==> src/io_bus_cfg.svh <==
// IO bus configuration: register addresses, reset values and timer count width
`ifndef IO_BUS_CFG_SVH
`define IO_BUS_CFG_SVH

// Register map on the 16-bit IO address bus
`define IO_ADDR_SCRATCH0 16'h0010   // General purpose scratch
`define IO_ADDR_SCRATCH1 16'h0011   // Scratch with non-zero reset pattern
`define IO_ADDR_TMR_CTRL 16'h0020   // Timer enable, clear, prescale
`define IO_ADDR_TMR_CNT  16'h0021   // Timer running count

// Register reset values
`define IO_RST_SCRATCH0  8'h00
`define IO_RST_SCRATCH1  8'hA5      // Easy to spot after reset
`define IO_RST_TMR_CTRL  8'h00      // Timer disabled, no clear
`define IO_RST_TMR_CNT   8'h00

// Timer count width, matches the 8-bit register data path
`define IO_TMR_CNT_W     8

`endif

==> src/io_bus_pkg.sv <==
// IO bus package: bus master identifier and timer control byte layout
package io_bus_pkg;

   // Owner of a bus cycle
   typedef enum logic {
      MST_HOST  = 1'b0,
      MST_DEBUG = 1'b1
   } master_id_t;

   // Timer prescale field and counter
   typedef logic [5:0] tmr_presc_t;

   // Control byte seen as fields by the timer
   typedef struct packed {
      logic       enable;     // Bit 7, count while high
      logic       clear;      // Bit 6, force count to zero
      tmr_presc_t prescale;   // Bits 5:0, tick every prescale+1 cycles
   } tmr_ctrl_f_t;

   // Register stores the raw byte, timer decodes the fields
   typedef union packed {
      logic [7:0]  raw;
      tmr_ctrl_f_t f;
   } tmr_ctrl_u;

endpackage

==> src/io_bus_if.sv <==
// IO bus interface: shared address, data and strobe lines between arbiter and registers
`timescale 1ns/1ps

interface io_bus_if;

   logic [15:0] addr;    // Target register address
   logic [7:0]  wdata;   // Write data
   logic        we_l;    // Write strobe, active low
   logic        re_l;    // Read strobe, active low
   logic [7:0]  rdata;   // OR of all register read data
   logic        rd_en;   // OR of all register read valids

   // Arbiter side
   modport master (
      output addr,
      output wdata,
      output we_l,
      output re_l,
      input  rdata,
      input  rd_en
   );

   // Register side, read data returns on separate per-register lines
   modport target (
      input addr,
      input wdata,
      input we_l,
      input re_l
   );

endinterface

==> src/io_bus_arbiter.sv <==
// IO bus arbiter: round-robin between host and debug masters with read data return
`timescale 1ns/1ps

module io_bus_arbiter (
   input  logic        I_CLK,
   input  logic        I_SYNC_RESET,
   input  logic        host_req,
   input  logic        host_we,
   input  logic [15:0] host_addr,
   input  logic [7:0]  host_wdata,
   output logic        host_gnt,
   output logic        host_rvalid,
   output logic [7:0]  host_rdata,
   input  logic        debug_req,
   input  logic        debug_we,
   input  logic [15:0] debug_addr,
   input  logic [7:0]  debug_wdata,
   output logic        debug_gnt,
   output logic        debug_rvalid,
   output logic [7:0]  debug_rdata,
   io_bus_if.master    bus
);
   import io_bus_pkg::*;

   master_id_t  last_gnt;    // Winner of the previous grant
   master_id_t  win;         // Winner this cycle
   logic        host_elig;
   logic        debug_elig;
   logic        grant_any;
   logic        win_we;
   logic [15:0] win_addr;
   logic [7:0]  win_wdata;
   logic [1:0]  rd_vld;      // Read in flight, stage 0 then stage 1
   master_id_t  rd_own0;     // Owner of stage 0 read
   master_id_t  rd_own1;     // Owner of stage 1 read
   logic [7:0]  ret_data;

   // A request seen while its grant is still high is the one just served
   assign host_elig  = host_req & ~host_gnt;
   assign debug_elig = debug_req & ~debug_gnt;
   assign grant_any  = host_elig | debug_elig;

   always_comb begin
      if (host_elig & debug_elig) begin
         win = (last_gnt == MST_HOST) ? MST_DEBUG : MST_HOST;   // Loser of last round
      end else if (debug_elig) begin
         win = MST_DEBUG;
      end else begin
         win = MST_HOST;
      end
   end

   // Fields of the winning master
   assign win_we    = (win == MST_DEBUG) ? debug_we    : host_we;
   assign win_addr  = (win == MST_DEBUG) ? debug_addr  : host_addr;
   assign win_wdata = (win == MST_DEBUG) ? debug_wdata : host_wdata;

   // Unmapped read returns zero
   assign ret_data = bus.rd_en ? bus.rdata : 8'h00;

   always_ff @(posedge I_CLK) begin
      if (I_SYNC_RESET) begin
         host_gnt     <= 1'b0;
         debug_gnt    <= 1'b0;
         bus.we_l     <= 1'b1;
         bus.re_l     <= 1'b1;
         last_gnt     <= MST_DEBUG;   // Host wins the first tie
         rd_vld       <= 2'b00;
         host_rvalid  <= 1'b0;
         debug_rvalid <= 1'b0;
      end else begin
         host_gnt     <= grant_any & (win == MST_HOST);   // One-cycle pulse
         debug_gnt    <= grant_any & (win == MST_DEBUG);
         bus.we_l     <= ~(grant_any & win_we);
         bus.re_l     <= ~(grant_any & ~win_we);
         if (grant_any) begin
            last_gnt <= win;
         end
         rd_vld       <= {rd_vld[0], grant_any & ~win_we};   // Register answers at stage 1
         host_rvalid  <= rd_vld[1] & (rd_own1 == MST_HOST);
         debug_rvalid <= rd_vld[1] & (rd_own1 == MST_DEBUG);
      end
   end

   // Bus payload and read return path
   always_ff @(posedge I_CLK) begin
      if (grant_any) begin
         bus.addr  <= win_addr;
         bus.wdata <= win_wdata;
      end
      rd_own0 <= win;       // Qualified by rd_vld
      rd_own1 <= rd_own0;
      if (rd_vld[1] && (rd_own1 == MST_HOST)) begin
         host_rdata <= ret_data;
      end
      if (rd_vld[1] && (rd_own1 == MST_DEBUG)) begin
         debug_rdata <= ret_data;
      end
   end

endmodule

==> src/io_bus_parser_reg.sv <==
// IO bus register: one memory-mapped 8-bit register with bus and external module sides
`timescale 1ns/1ps

module io_bus_parser_reg #(
   parameter logic [15:0] REG_ADDR = 16'h0000,   // Decoded bus address
   parameter logic [7:0]  RST_VAL  = 8'h00       // Value loaded on reset
) (
   input  logic       I_CLK,
   input  logic       I_SYNC_RESET,
   io_bus_if.target   bus,
   input  logic [7:0] data_wr,     // External write data
   input  logic       reg_wr_en,   // External write enable
   output logic [7:0] data_read,   // Current register value
   output logic       wait_wr,     // Bus write owns the register this cycle
   output logic [7:0] rdata,       // Bus read data, zero when idle
   output logic       rd_en        // Bus read data valid
);

   logic [7:0] io_reg;
   logic       hit;
   logic       bus_wr;
   logic       bus_rd;

   // Address decode and strobes
   assign hit    = (bus.addr == REG_ADDR);
   assign bus_wr = hit & ~bus.we_l;
   assign bus_rd = hit & ~bus.re_l;

   // External module must retry while the bus writes here
   assign wait_wr   = bus_wr;
   assign data_read = io_reg;   // Always readable by the external module

   always_ff @(posedge I_CLK) begin
      if (I_SYNC_RESET) begin
         io_reg <= RST_VAL;   // Overrides all writes
      end else if (bus_wr) begin
         io_reg <= bus.wdata;   // Bus write wins
      end else if (reg_wr_en) begin
         io_reg <= data_wr;
      end
   end

   // Read return, one cycle after the strobe
   always_ff @(posedge I_CLK) begin
      if (I_SYNC_RESET) begin
         rd_en <= 1'b0;
         rdata <= 8'h00;
      end else begin
         rd_en <= bus_rd;
         if (bus_rd && reg_wr_en) begin
            rdata <= data_wr;   // Forward the value being written
         end else if (bus_rd) begin
            rdata <= io_reg;
         end else begin
            rdata <= 8'h00;   // Keeps the top-level OR clean
         end
      end
   end

endmodule

==> src/io_timer.sv <==
// IO timer: prescaled counter controlled by one register, count kept in another
`timescale 1ns/1ps
`include "io_bus_cfg.svh"

module io_timer (
   input  logic                     I_CLK,
   input  logic                     I_SYNC_RESET,
   input  io_bus_pkg::tmr_ctrl_u    ctrl,        // Control register contents
   input  logic [`IO_TMR_CNT_W-1:0] cnt_cur,     // Count register contents
   input  logic                     cnt_wait,    // Bus is writing the count register
   output logic                     cnt_wr_en,   // Write request to the count register
   output logic [`IO_TMR_CNT_W-1:0] cnt_next     // Value to write
);
   import io_bus_pkg::*;

   tmr_presc_t presc_cnt;   // Cycles since the last tick
   logic       tick;
   logic       active;

   // Timer does nothing unless counting or clearing
   assign active = ctrl.f.enable | ctrl.f.clear;

   // Tick every prescale+1 enabled cycles
   assign tick = ctrl.f.enable & (presc_cnt == ctrl.f.prescale);

   // Increment from the register value, so a bus-written count is the new start
   assign cnt_next = ctrl.f.clear ? '0 :
                     cnt_cur + {{(`IO_TMR_CNT_W-1){1'b0}}, 1'b1};

   always_ff @(posedge I_CLK) begin
      if (I_SYNC_RESET) begin
         presc_cnt <= '0;
      end else if (!ctrl.f.enable || tick) begin
         presc_cnt <= '0;   // Restart prescale period
      end else begin
         presc_cnt <= presc_cnt + tmr_presc_t'(1);
      end
   end

   // Write request stays raised while the bus write takes the register
   always_ff @(posedge I_CLK) begin
      if (I_SYNC_RESET) begin
         cnt_wr_en <= 1'b0;
      end else begin
         cnt_wr_en <= active & (ctrl.f.clear | tick | (cnt_wr_en & cnt_wait));
      end
   end

endmodule

==> src/io_subsystem_top.sv <==
// IO subsystem top: arbiter, four memory-mapped registers and the timer on one IO bus
`timescale 1ns/1ps
`include "io_bus_cfg.svh"

module io_subsystem_top (
   input  logic        I_CLK,
   input  logic        I_SYNC_RESET,
   input  logic        host_req,
   input  logic        host_we,
   input  logic [15:0] host_addr,
   input  logic [7:0]  host_wdata,
   output logic        host_gnt,
   output logic        host_rvalid,
   output logic [7:0]  host_rdata,
   input  logic        debug_req,
   input  logic        debug_we,
   input  logic [15:0] debug_addr,
   input  logic [7:0]  debug_wdata,
   output logic        debug_gnt,
   output logic        debug_rvalid,
   output logic [7:0]  debug_rdata
);
   import io_bus_pkg::*;

   logic [7:0]                sc0_rdata;
   logic                      sc0_rd_en;
   logic [7:0]                sc1_rdata;
   logic                      sc1_rd_en;
   logic [7:0]                ctl_rdata;
   logic                      ctl_rd_en;
   logic [7:0]                cnt_rdata;
   logic                      cnt_rd_en;
   tmr_ctrl_u                 tmr_ctrl;      // Control byte, decoded by the timer
   logic [`IO_TMR_CNT_W-1:0]  tmr_cnt_cur;
   logic [`IO_TMR_CNT_W-1:0]  tmr_cnt_next;
   logic                      tmr_cnt_wait;
   logic                      tmr_cnt_wr_en;

   io_bus_if bus ();

   // Read return, idle registers drive zero
   assign bus.rdata = sc0_rdata | sc1_rdata | ctl_rdata | cnt_rdata;
   assign bus.rd_en = sc0_rd_en | sc1_rd_en | ctl_rd_en | cnt_rd_en;

   io_bus_arbiter u_arbiter (
      .I_CLK        (I_CLK),
      .I_SYNC_RESET (I_SYNC_RESET),
      .host_req     (host_req),
      .host_we      (host_we),
      .host_addr    (host_addr),
      .host_wdata   (host_wdata),
      .host_gnt     (host_gnt),
      .host_rvalid  (host_rvalid),
      .host_rdata   (host_rdata),
      .debug_req    (debug_req),
      .debug_we     (debug_we),
      .debug_addr   (debug_addr),
      .debug_wdata  (debug_wdata),
      .debug_gnt    (debug_gnt),
      .debug_rvalid (debug_rvalid),
      .debug_rdata  (debug_rdata),
      .bus          (bus.master)
   );

   // Scratch registers, no external writer
   io_bus_parser_reg #(.REG_ADDR(`IO_ADDR_SCRATCH0), .RST_VAL(`IO_RST_SCRATCH0)) u_scratch0 (
      .I_CLK (I_CLK), .I_SYNC_RESET (I_SYNC_RESET), .bus (bus.target),
      .data_wr (8'h00), .reg_wr_en (1'b0), .data_read (), .wait_wr (),
      .rdata (sc0_rdata), .rd_en (sc0_rd_en)
   );

   io_bus_parser_reg #(.REG_ADDR(`IO_ADDR_SCRATCH1), .RST_VAL(`IO_RST_SCRATCH1)) u_scratch1 (
      .I_CLK (I_CLK), .I_SYNC_RESET (I_SYNC_RESET), .bus (bus.target),
      .data_wr (8'h00), .reg_wr_en (1'b0), .data_read (), .wait_wr (),
      .rdata (sc1_rdata), .rd_en (sc1_rd_en)
   );

   // Timer control, raw byte stored here
   io_bus_parser_reg #(.REG_ADDR(`IO_ADDR_TMR_CTRL), .RST_VAL(`IO_RST_TMR_CTRL)) u_tmr_ctrl (
      .I_CLK (I_CLK), .I_SYNC_RESET (I_SYNC_RESET), .bus (bus.target),
      .data_wr (8'h00), .reg_wr_en (1'b0), .data_read (tmr_ctrl.raw), .wait_wr (),
      .rdata (ctl_rdata), .rd_en (ctl_rd_en)
   );

   // Timer count, written by the timer unless the bus writes
   io_bus_parser_reg #(.REG_ADDR(`IO_ADDR_TMR_CNT), .RST_VAL(`IO_RST_TMR_CNT)) u_tmr_cnt (
      .I_CLK (I_CLK), .I_SYNC_RESET (I_SYNC_RESET), .bus (bus.target),
      .data_wr (tmr_cnt_next), .reg_wr_en (tmr_cnt_wr_en), .data_read (tmr_cnt_cur),
      .wait_wr (tmr_cnt_wait), .rdata (cnt_rdata), .rd_en (cnt_rd_en)
   );

   io_timer u_timer (
      .I_CLK        (I_CLK),
      .I_SYNC_RESET (I_SYNC_RESET),
      .ctrl         (tmr_ctrl),
      .cnt_cur      (tmr_cnt_cur),
      .cnt_wait     (tmr_cnt_wait),
      .cnt_wr_en    (tmr_cnt_wr_en),
      .cnt_next     (tmr_cnt_next)
   );

endmodule

==> config.mk <==
export PLATFORM = sky130hd
export DESIGN_NAME = io_subsystem_top
export DESIGN_NICKNAME = d
export VERILOG_FILES = /design/src/io_bus_pkg.sv /design/src/io_bus_if.sv /design/src/io_bus_arbiter.sv /design/src/io_bus_parser_reg.sv /design/src/io_timer.sv /design/src/io_subsystem_top.sv
export VERILOG_INCLUDE_DIRS = /design/src
export SDC_FILE = /design/constraint.sdc
export NUM_CORES = 1
export LEC_CHECK = 0
export ABC_AREA = 1
export ABC_CLOCK_PERIOD_IN_PS = 8990
export BUFFER_PORTS_ARGS = -buffer_cell sky130_fd_sc_hd__buf_4
export CELL_PAD_IN_SITES_DETAIL_PLACEMENT = 1
export CELL_PAD_IN_SITES_GLOBAL_PLACEMENT = 1
export CORE_MARGIN = 10
export CORE_UTILIZATION = 30
export DETAILED_ROUTE_END_ITERATION = 8
export GPL_ROUTABILITY_DRIVEN = 0
export PLACE_DENSITY = 0.59
export REMOVE_ABC_BUFFERS = 1
export SLEW_MARGIN = 20
export SYNTH_ARGS = -nofsm -noshare
export SYNTH_HDL_FRONTEND = slang
export SYNTH_SLANG_ARGS = --single-unit
==> constraint.sdc <==
create_clock -name I_CLK -period 8.99 [get_ports I_CLK]
set_input_delay 1.798 -clock I_CLK [delete_from_list [all_inputs] [get_ports I_CLK]]
set_output_delay 1.798 -clock I_CLK [all_outputs]
set_load 0.05 [all_outputs]
# After elaboration in Yosys (flattened, before gate mapping)
# Cells that the tools add are included.
# Widths: inputs -> output; s select.
totals:
  reg_bits: 126
  in_bits: 54
  output_inout_bits: 20
  word_cells: 99
classes:
  add_sub_neg: 2
  eq_ne: 5
  muxes: 12
  n_bitwise: 42
  n_reduce_logical: 10
op_table:
  columns: ["operator", "count"]
  rows:
  - ["$mux 8", 7]
  - ["$eq 16x5->1 const B", 2]
  - ["$eq 16x6->1 const B", 2]
  - ["$or 8x8->8", 3]
  - ["$and 1x1->1", 20]
  - ["$mux 16", 1]
  - ["$not 1->1", 12]
  - ["$add 8x1->8 const B", 1]
  - ["$reduce_or 2->1", 4]
  - ["$or 1x1->1", 7]
  - ["$add 6x1->6 const B", 1]
  - ["$eq 6x6->1", 1]
  - ["$mux 1", 4]
  - ["$logic_and 1x1->1", 3]
  - ["$reduce_bool 2->1", 1]
  - ["$logic_not 1->1", 1]
  - ["$logic_or 1x1->1", 1]

# Depth between registers and ports, before layout
depth:
  ltp_word: 8
  mapped_depth: 9
  ltp_nobuf: 9

# Cells and area by module
# A second synthesis with hierarchy kept.
unflattened:
  cells_unflattened: 664
  area_unflattened_um2: 5402.7
modules_own_cells:
  columns: ["module", "instances", "cells_each", "area_per_inst_um2", "seq_area_each_um2"]
  rows:
  - ["io_bus_arbiter", 1, 175, 1935.6, 1421.4]
  - ["io_bus_parser_reg at u_scratch0 ...", 2, 89, 689.4, 340.3]
  - ["io_bus_parser_reg at u_scratch1", 1, 97, 739.5, 340.3]
  - ["io_bus_parser_reg at u_tmr_cnt", 1, 90, 693.2, 340.3]
  - ["io_timer", 1, 96, 550.5, 140.1]
  - ["io_subsystem_top", 1, 28, 105.1, 0.0]

# Worst setup path after synthesis
# No wires, ideal clock.
synth_path:
  path_type: "input port to flip-flop"
  startpoint: "in debug_req"
  endpoint: "reg u_arbiter.bus.re_l"
  setup_time_ps: 114
  arrival_ps: 4131
  required_time_ps: 8876
  setup_slack_ps: 4745
  cell_stages: 5
  n_path_buf: 0
  path_cell_list: "inv_1 > o21ai_0 > nand2_1 > nor2_2 > inv_1"
synth_via:
  elab_cells_between_ends: 9
  cone_classes: "3 x mux; 6 x bitwise"
synth_rtl:
  columns: ["element", "line_no", "text"]
  rows:
  - ["start: declaration", "io_subsystem_top.sv:15", "input logic debug_req,"]
  - ["$and 1x1->1", "io_bus_arbiter.sv:40", "assign debug_elig = debug_req & ~debug_gnt;"]
  - ["$or 1x1->1", "io_bus_arbiter.sv:41", "assign grant_any = host_elig | debug_elig;"]
  - ["via u_arbiter.grant_any", "io_bus_arbiter.sv:29", "logic grant_any;"]
  - ["$and 1x1->1", "io_bus_arbiter.sv:75", "bus.re_l <= ~(grant_any & ~win_we);"]
  - ["$not 1->1", "io_bus_arbiter.sv:75", null]
  - ["end signal: assignment", "io_bus_arbiter.sv:75", null]
  - ["end: declaration", "io_bus_if.sv:18", "output re_l,"]
# The timed path passes the listed nets, and every way through them passes these cells.
# A chain may end at the register's enable or synchronous reset.

# Final worst setup path
layout_path:
  startpoint: "in debug_req"
  endpoint: "reg u_arbiter.bus.re_l"
layout_via:
  elab_chain_len: 7
  elab_cells_between_ends: 9
  cone_classes: "3 x mux; 6 x bitwise"
layout_rtl:
  columns: ["element", "line_no", "text"]
  rows:
  - ["$and 1x1->1 (*)", "io_bus_arbiter.sv:40", null]
  - ["$mux 1 or $and 1x1->1 (tied branches)", "io_bus_arbiter.sv:46, io_bus_arbiter.sv:44", null]
  - ["$mux 1", "io_bus_arbiter.sv:44", "if (host_elig & debug_elig) begin"]
  - ["$mux 1", "io_bus_arbiter.sv:54", "assign win_we = (win == MST_DEBUG) ? debug_we : host_we;"]
  - ["$not 1->1", "io_bus_arbiter.sv:75", null]
  - ["$and 1x1->1 (*)", "io_bus_arbiter.sv:75", null]
  - ["$not 1->1 (*)", "io_bus_arbiter.sv:75", null]
# Mark *: on every way between the ends. The rest lies on a longest branch, timed or not.

==> impl_results.rst <==
.. list-table::
   :header-rows: 1

   * - Metric
     - Value
   * - Internal power of the cells
     - 1.05 mW
   * - Final-report setup violation count
     - 0
   * - Number of cells on the worst hold path
     - 0
   * - Result of the run
     - finished clean
   * - Worst slew margin relative to its limit
     - 0.482
   * - Highest Signal Layer
     - met4
   * - Sequential cell fraction of total power
     - 0.461
   * - Total clock sinks
     - 126
   * - Fill cell instance count of the final layout
     - 1,790
   * - Hold_buf cts
     - 0
   * - Number of nets with antenna violations after routing
     - 0
   * - Met3 routed wirelength
     - 822 µm
   * - Tcrit/Tclk final
     - 0.341
   * - Hold path startpoint
     - u_arbiter.rd_own0
   * - Worst path bufs/invs
     - 5
   * - Post-DP HPWL
     - 8850 µm
   * - Final Max Slew Viols
     - 0
   * - Fmax
     - 326 MHz
   * - Clk slew on worst S/H paths
     - 50 ps
   * - Area of the mapped netlist
     - 4760 µm²
   * - Fin Setup TNS
     - 0 ps
   * - Total wire length after detailed routing
     - 11,800 µm
   * - WL per Instance
     - 14.2 µm
   * - Critical path class
     - in -> reg
   * - Register-to-register path setup slack
     - 7070 ps
   * - Clock latency on the worst-skew pair
     - 420 ps
   * - Sequential fraction of the synthesis area
     - 0.614
   * - Switching Fraction
     - 0.220
   * - Number of detailed-routing iterations run before antenna repair
     - 4
   * - Leakage power total
     - 2.54 nW
   * - Deepest level of the CTS H-tree
     - 4
   * - GR Overflow Total
     - 0
   * - Starting DRC count in detailed routing
     - 217
   * - Detailed-route DRC error count
     - 0
   * - Setup repair after global routing missed its margin
     - false
   * - Switching Power
     - 0.296 mW
   * - Postcts setup bufs
     - 0
   * - Met1 Routed Length
     - 5510 µm
   * - Register bit count reported by yosys
     - 126
   * - Top-level I/O count
     - 74
   * - Minimum hold slack
     - 326 ps
   * - Depth of the worst register-to-register path
     - 9
   * - Arrival time worst endpoint
     - 3390 ps
   * - Maximum capacitance violations
     - 0
   * - Die extent in y
     - 146 µm
   * - Synthesized instance count
     - 522
   * - Measured slew at the worst slew-check pin
     - 774 ps
   * - Count of yosys warnings during synthesis
     - 0
   * - Placement row count
     - 45
   * - CORE AREA
     - 15,400 µm²
   * - Largest voltage drop on the vdd net
     - 0.147 mV
   * - Proportion of power drawn by the clock network
     - 0.487
   * - Effective utilization at floorplan
     - 0.310
   * - Number of flops mapped to enable cells by yosys
     - 40
   * - Most frequent cells after synthesis
     - sky130_fd_sc_hd__nand2_1 (139), sky130_fd_sc_hd__dfxtp_1 (86), sky130_fd_sc_hd__nor2_1 (79)
   * - CP max-delay cell
     - sky130_fd_sc_hd__nand2_2
   * - Family with the most delay on the worst path
     - simple AND/OR/NAND/NOR gates
   * - CTS tree
     - done
   * - Port Buffer Count
     - 73
   * - Share of power burned in combinational logic
     - 0.052
   * - Largest area contributor in the netlist
     - sky130_fd_sc_hd__dfxtp_1
   * - Number of clock buffers inserted by TritonCTS
     - 17
   * - Ratio of routed vias to standard cells
     - 4.33
   * - Maximum number of pins on one net before global-route repair
     - 34
   * - Gr usage total
     - 0.117
   * - Type of the most critical hold path
     - reg -> reg
   * - Wire length of the first global-routing pass
     - 19,900 µm
   * - Share of post-route cells with drive strength above 1
     - 0.202
   * - Die Area
     - 21,300 µm²
   * - Cell Chain, Critical Path
     - buf_4, inv_1, nor2_1, nand2_2, inv_2, or2_1, o21ai_0, inv_1, nor2_2, inv_1
   * - Req. time, crit path
     - 9310 ps
   * - Most instantiated flip-flop cell in the synthesis netlist
     - sky130_fd_sc_hd__dfxtp_1
   * - Worst-path fanout max
     - 28
   * - Largest buffer count on any clock path
     - 2
   * - Type of element launching the critical path
     - input pin
   * - Tmin final
     - 3070 ps
   * - Asr flop ratio synth
     - 0
   * - Cell occurring most often along the worst timing path
     - sky130_fd_sc_hd__inv_1
   * - Top cells by area, synth
     - sky130_fd_sc_hd__dfxtp_1 (36%), sky130_fd_sc_hd__edfxtp_1 (25%), sky130_fd_sc_hd__nand2_1 (11%), sky130_fd_sc_hd__nor2_1 (6.2%), sky130_fd_sc_hd__inv_1 (4.4%)
   * - Reg2Reg Capture Point
     - u_arbiter.bus.re_l
   * - X dimension of the die
     - 146 µm
   * - Number of antenna violations at the first check in global routing
     - 0
   * - Vias in the first global route
     - 3,841
   * - Total number of nets in the final design
     - 661
   * - Finished layout cell area
     - 6100 µm²
   * - Routed vias
     - 3,593
   * - Post-Synthesis Mean Instance Area
     - 9.12 µm²
   * - R2r startpoint
     - u_arbiter.host_gnt
   * - Post-synth top area share
     - 0.362
   * - Number of diodes
     - 0
   * - Largest stage delay on the critical path
     - 400 ps
   * - Number of cells upsized or downsized after cts
     - 0
   * - Power per standard cell area
     - 220 nW/µm²
   * - Detailed route wirelength on metal2
     - 5270 µm
   * - Most frequent cell after synthesis
     - sky130_fd_sc_hd__nand2_1
   * - Area Growth Syn to Fin
     - 28.2%
   * - Endpoint class of the critical path
     - flop
   * - Total count of hold-check failures in the final report
     - 0
   * - Final standard cell utilization of the core
     - 0.397
   * - Number of distinct library cells after synthesis
     - 33
   * - Root buffer cell
     - sky130_fd_sc_hd__clkbuf_16
   * - Endpoint, Worst Hold
     - u_arbiter.rd_own1
   * - DP Area
     - 5530 µm²
   * - Clk_skew
     - 6.38 ps
logic make-up after synthesis:
family	share of synthesized area
simple gates	0.232
buf+inv	0.0594
xor+xnor	0.0110
flops	0.614
compound gates	0.0781
fa+ha+maj	0.00526
per-layer routing:
metal  vias to the layer above  global-route usage
li1                       1845                   -
met1                      1651               0.143
met2                        80               0.177
met3                        17              0.0540
met4                         0              0.0425
met5                         -                   0
layout by cell type, fill, tap and decap left out, types with 2 or more instances in the layout:
| cell | Yosys | layout |
|---|---|---|
| sky130_fd_sc_hd__o21ai_0 | 9 | 8 |
| sky130_fd_sc_hd__xor2_1 | 6 | 6 |
| sky130_fd_sc_hd__edfxtp_1 | 40 | 40 |
| sky130_fd_sc_hd__a211oi_1 | 4 | 4 |
| sky130_fd_sc_hd__nand2_2 | 4 | 4 |
| sky130_fd_sc_hd__inv_1 | 56 | 56 |
| sky130_fd_sc_hd__nand3_4 | 3 | 3 |
| sky130_fd_sc_hd__a211oi_2 | 4 | 4 |
| sky130_fd_sc_hd__clkbuf_1 | 6 | 4 |
| sky130_fd_sc_hd__inv_2 | 3 | 3 |
| sky130_fd_sc_hd__nand3_1 | 18 | 18 |
| sky130_fd_sc_hd__clkinv_1 | 2 | 2 |
| sky130_fd_sc_hd__clkinvlp_4 | 0 | 3 |
| sky130_fd_sc_hd__clkinv_4 | 0 | 2 |
| sky130_fd_sc_hd__nand2_1 | 139 | 139 |
| sky130_fd_sc_hd__or2_2 | 2 | 2 |
| sky130_fd_sc_hd__o211ai_1 | 5 | 5 |
| sky130_fd_sc_hd__buf_4 | 0 | 74 |
| sky130_fd_sc_hd__nor3_1 | 4 | 4 |
| sky130_fd_sc_hd__dfxtp_1 | 86 | 86 |
| sky130_fd_sc_hd__nor2_2 | 2 | 2 |
| sky130_fd_sc_hd__nor2_1 | 79 | 79 |
| sky130_fd_sc_hd__nand4_1 | 3 | 3 |
| sky130_fd_sc_hd__o41ai_1 | 8 | 8 |
| sky130_fd_sc_hd__bufinv_16 | 0 | 2 |
| sky130_fd_sc_hd__ha_1 | 2 | 2 |
| sky130_fd_sc_hd__clkinv_2 | 1 | 4 |
| sky130_fd_sc_hd__a21oi_1 | 25 | 25 |
| sky130_fd_sc_hd__clkbuf_16 | 0 | 17 |
sequential cells by signal (all words and copies together) (netlist names), 2 cells and up:
name                   cells
u_arbiter.host_rdata       8
u_arbiter.bus.wdata        8
u_scratch0.data_read       8
u_arbiter.rd_vld           2
u_arbiter.bus.addr        16
u_tmr_ctrl.data_read       8
u_tmr_cnt.data_read        8
u_scratch0.rdata           8
u_arbiter.debug_rdata      8
u_tmr_ctrl.rdata           8
u_tmr_cnt.rdata            8
u_scratch1.rdata           8
u_timer.presc_cnt          6
u_scratch1.data_read       8
worst max path at each step:
stage / end / startpoint / cells past startpoint / slack, ps
3_3_place_gp: u_arbiter.bus.re_l / debug_req / 10 / 5500
3_5_place_dp: u_arbiter.bus.re_l / debug_req / 10 / 5430
6_report: u_arbiter.bus.re_l / debug_req / 10 / 5920
2_1_floorplan: u_arbiter.bus.re_l / debug_req / 5 / 4740
4_1_cts: u_arbiter.bus.re_l / debug_req / 10 / 5850
5_1_grt: u_arbiter.bus.re_l / debug_req / 10 / 5640
power groups by stage:
| stage | sequential [mW] | combinational (mW) | clock, mW |
|---|---|---|---|
| 3_3_place_gp | 0.632 | 0.0693 | 0 |
| 4_1_cts | 0.620 | 0.0717 | 0.669 |
| 3_5_place_dp | 0.632 | 0.0712 | 0 |
| 6_report | 0.620 | 0.0696 | 0.656 |
| 5_1_grt | 0.622 | 0.0787 | 0.697 |
| 2_1_floorplan | 0.635 | 0.0298 | 0 |
cell type report:
type / instances / area, µm² / share of cell area
clock buffers: 22 / 454 / 0.0744
clock inverters: 10 / 115 / 0.0189
repair buffers: 74 / 556 / 0.0910
well taps: 211 / 264 / 0.0433
flip-flops and latches: 126 / 2920 / 0.479
inverters: 62 / 234 / 0.0383
multi-input cells: 324 / 1560 / 0.255
metrics by stage:
stage	total power, mW	worst slack (ps)	cells
floorplan	0.665	4740	512
global route	1.40	5640	829
CTS	1.36	5850	829
detailed placement	0.704	5430	797
global placement	0.702	5500	797
finish	1.35	5920	829
No activity file was read; power rests on OpenSTA's default activity.
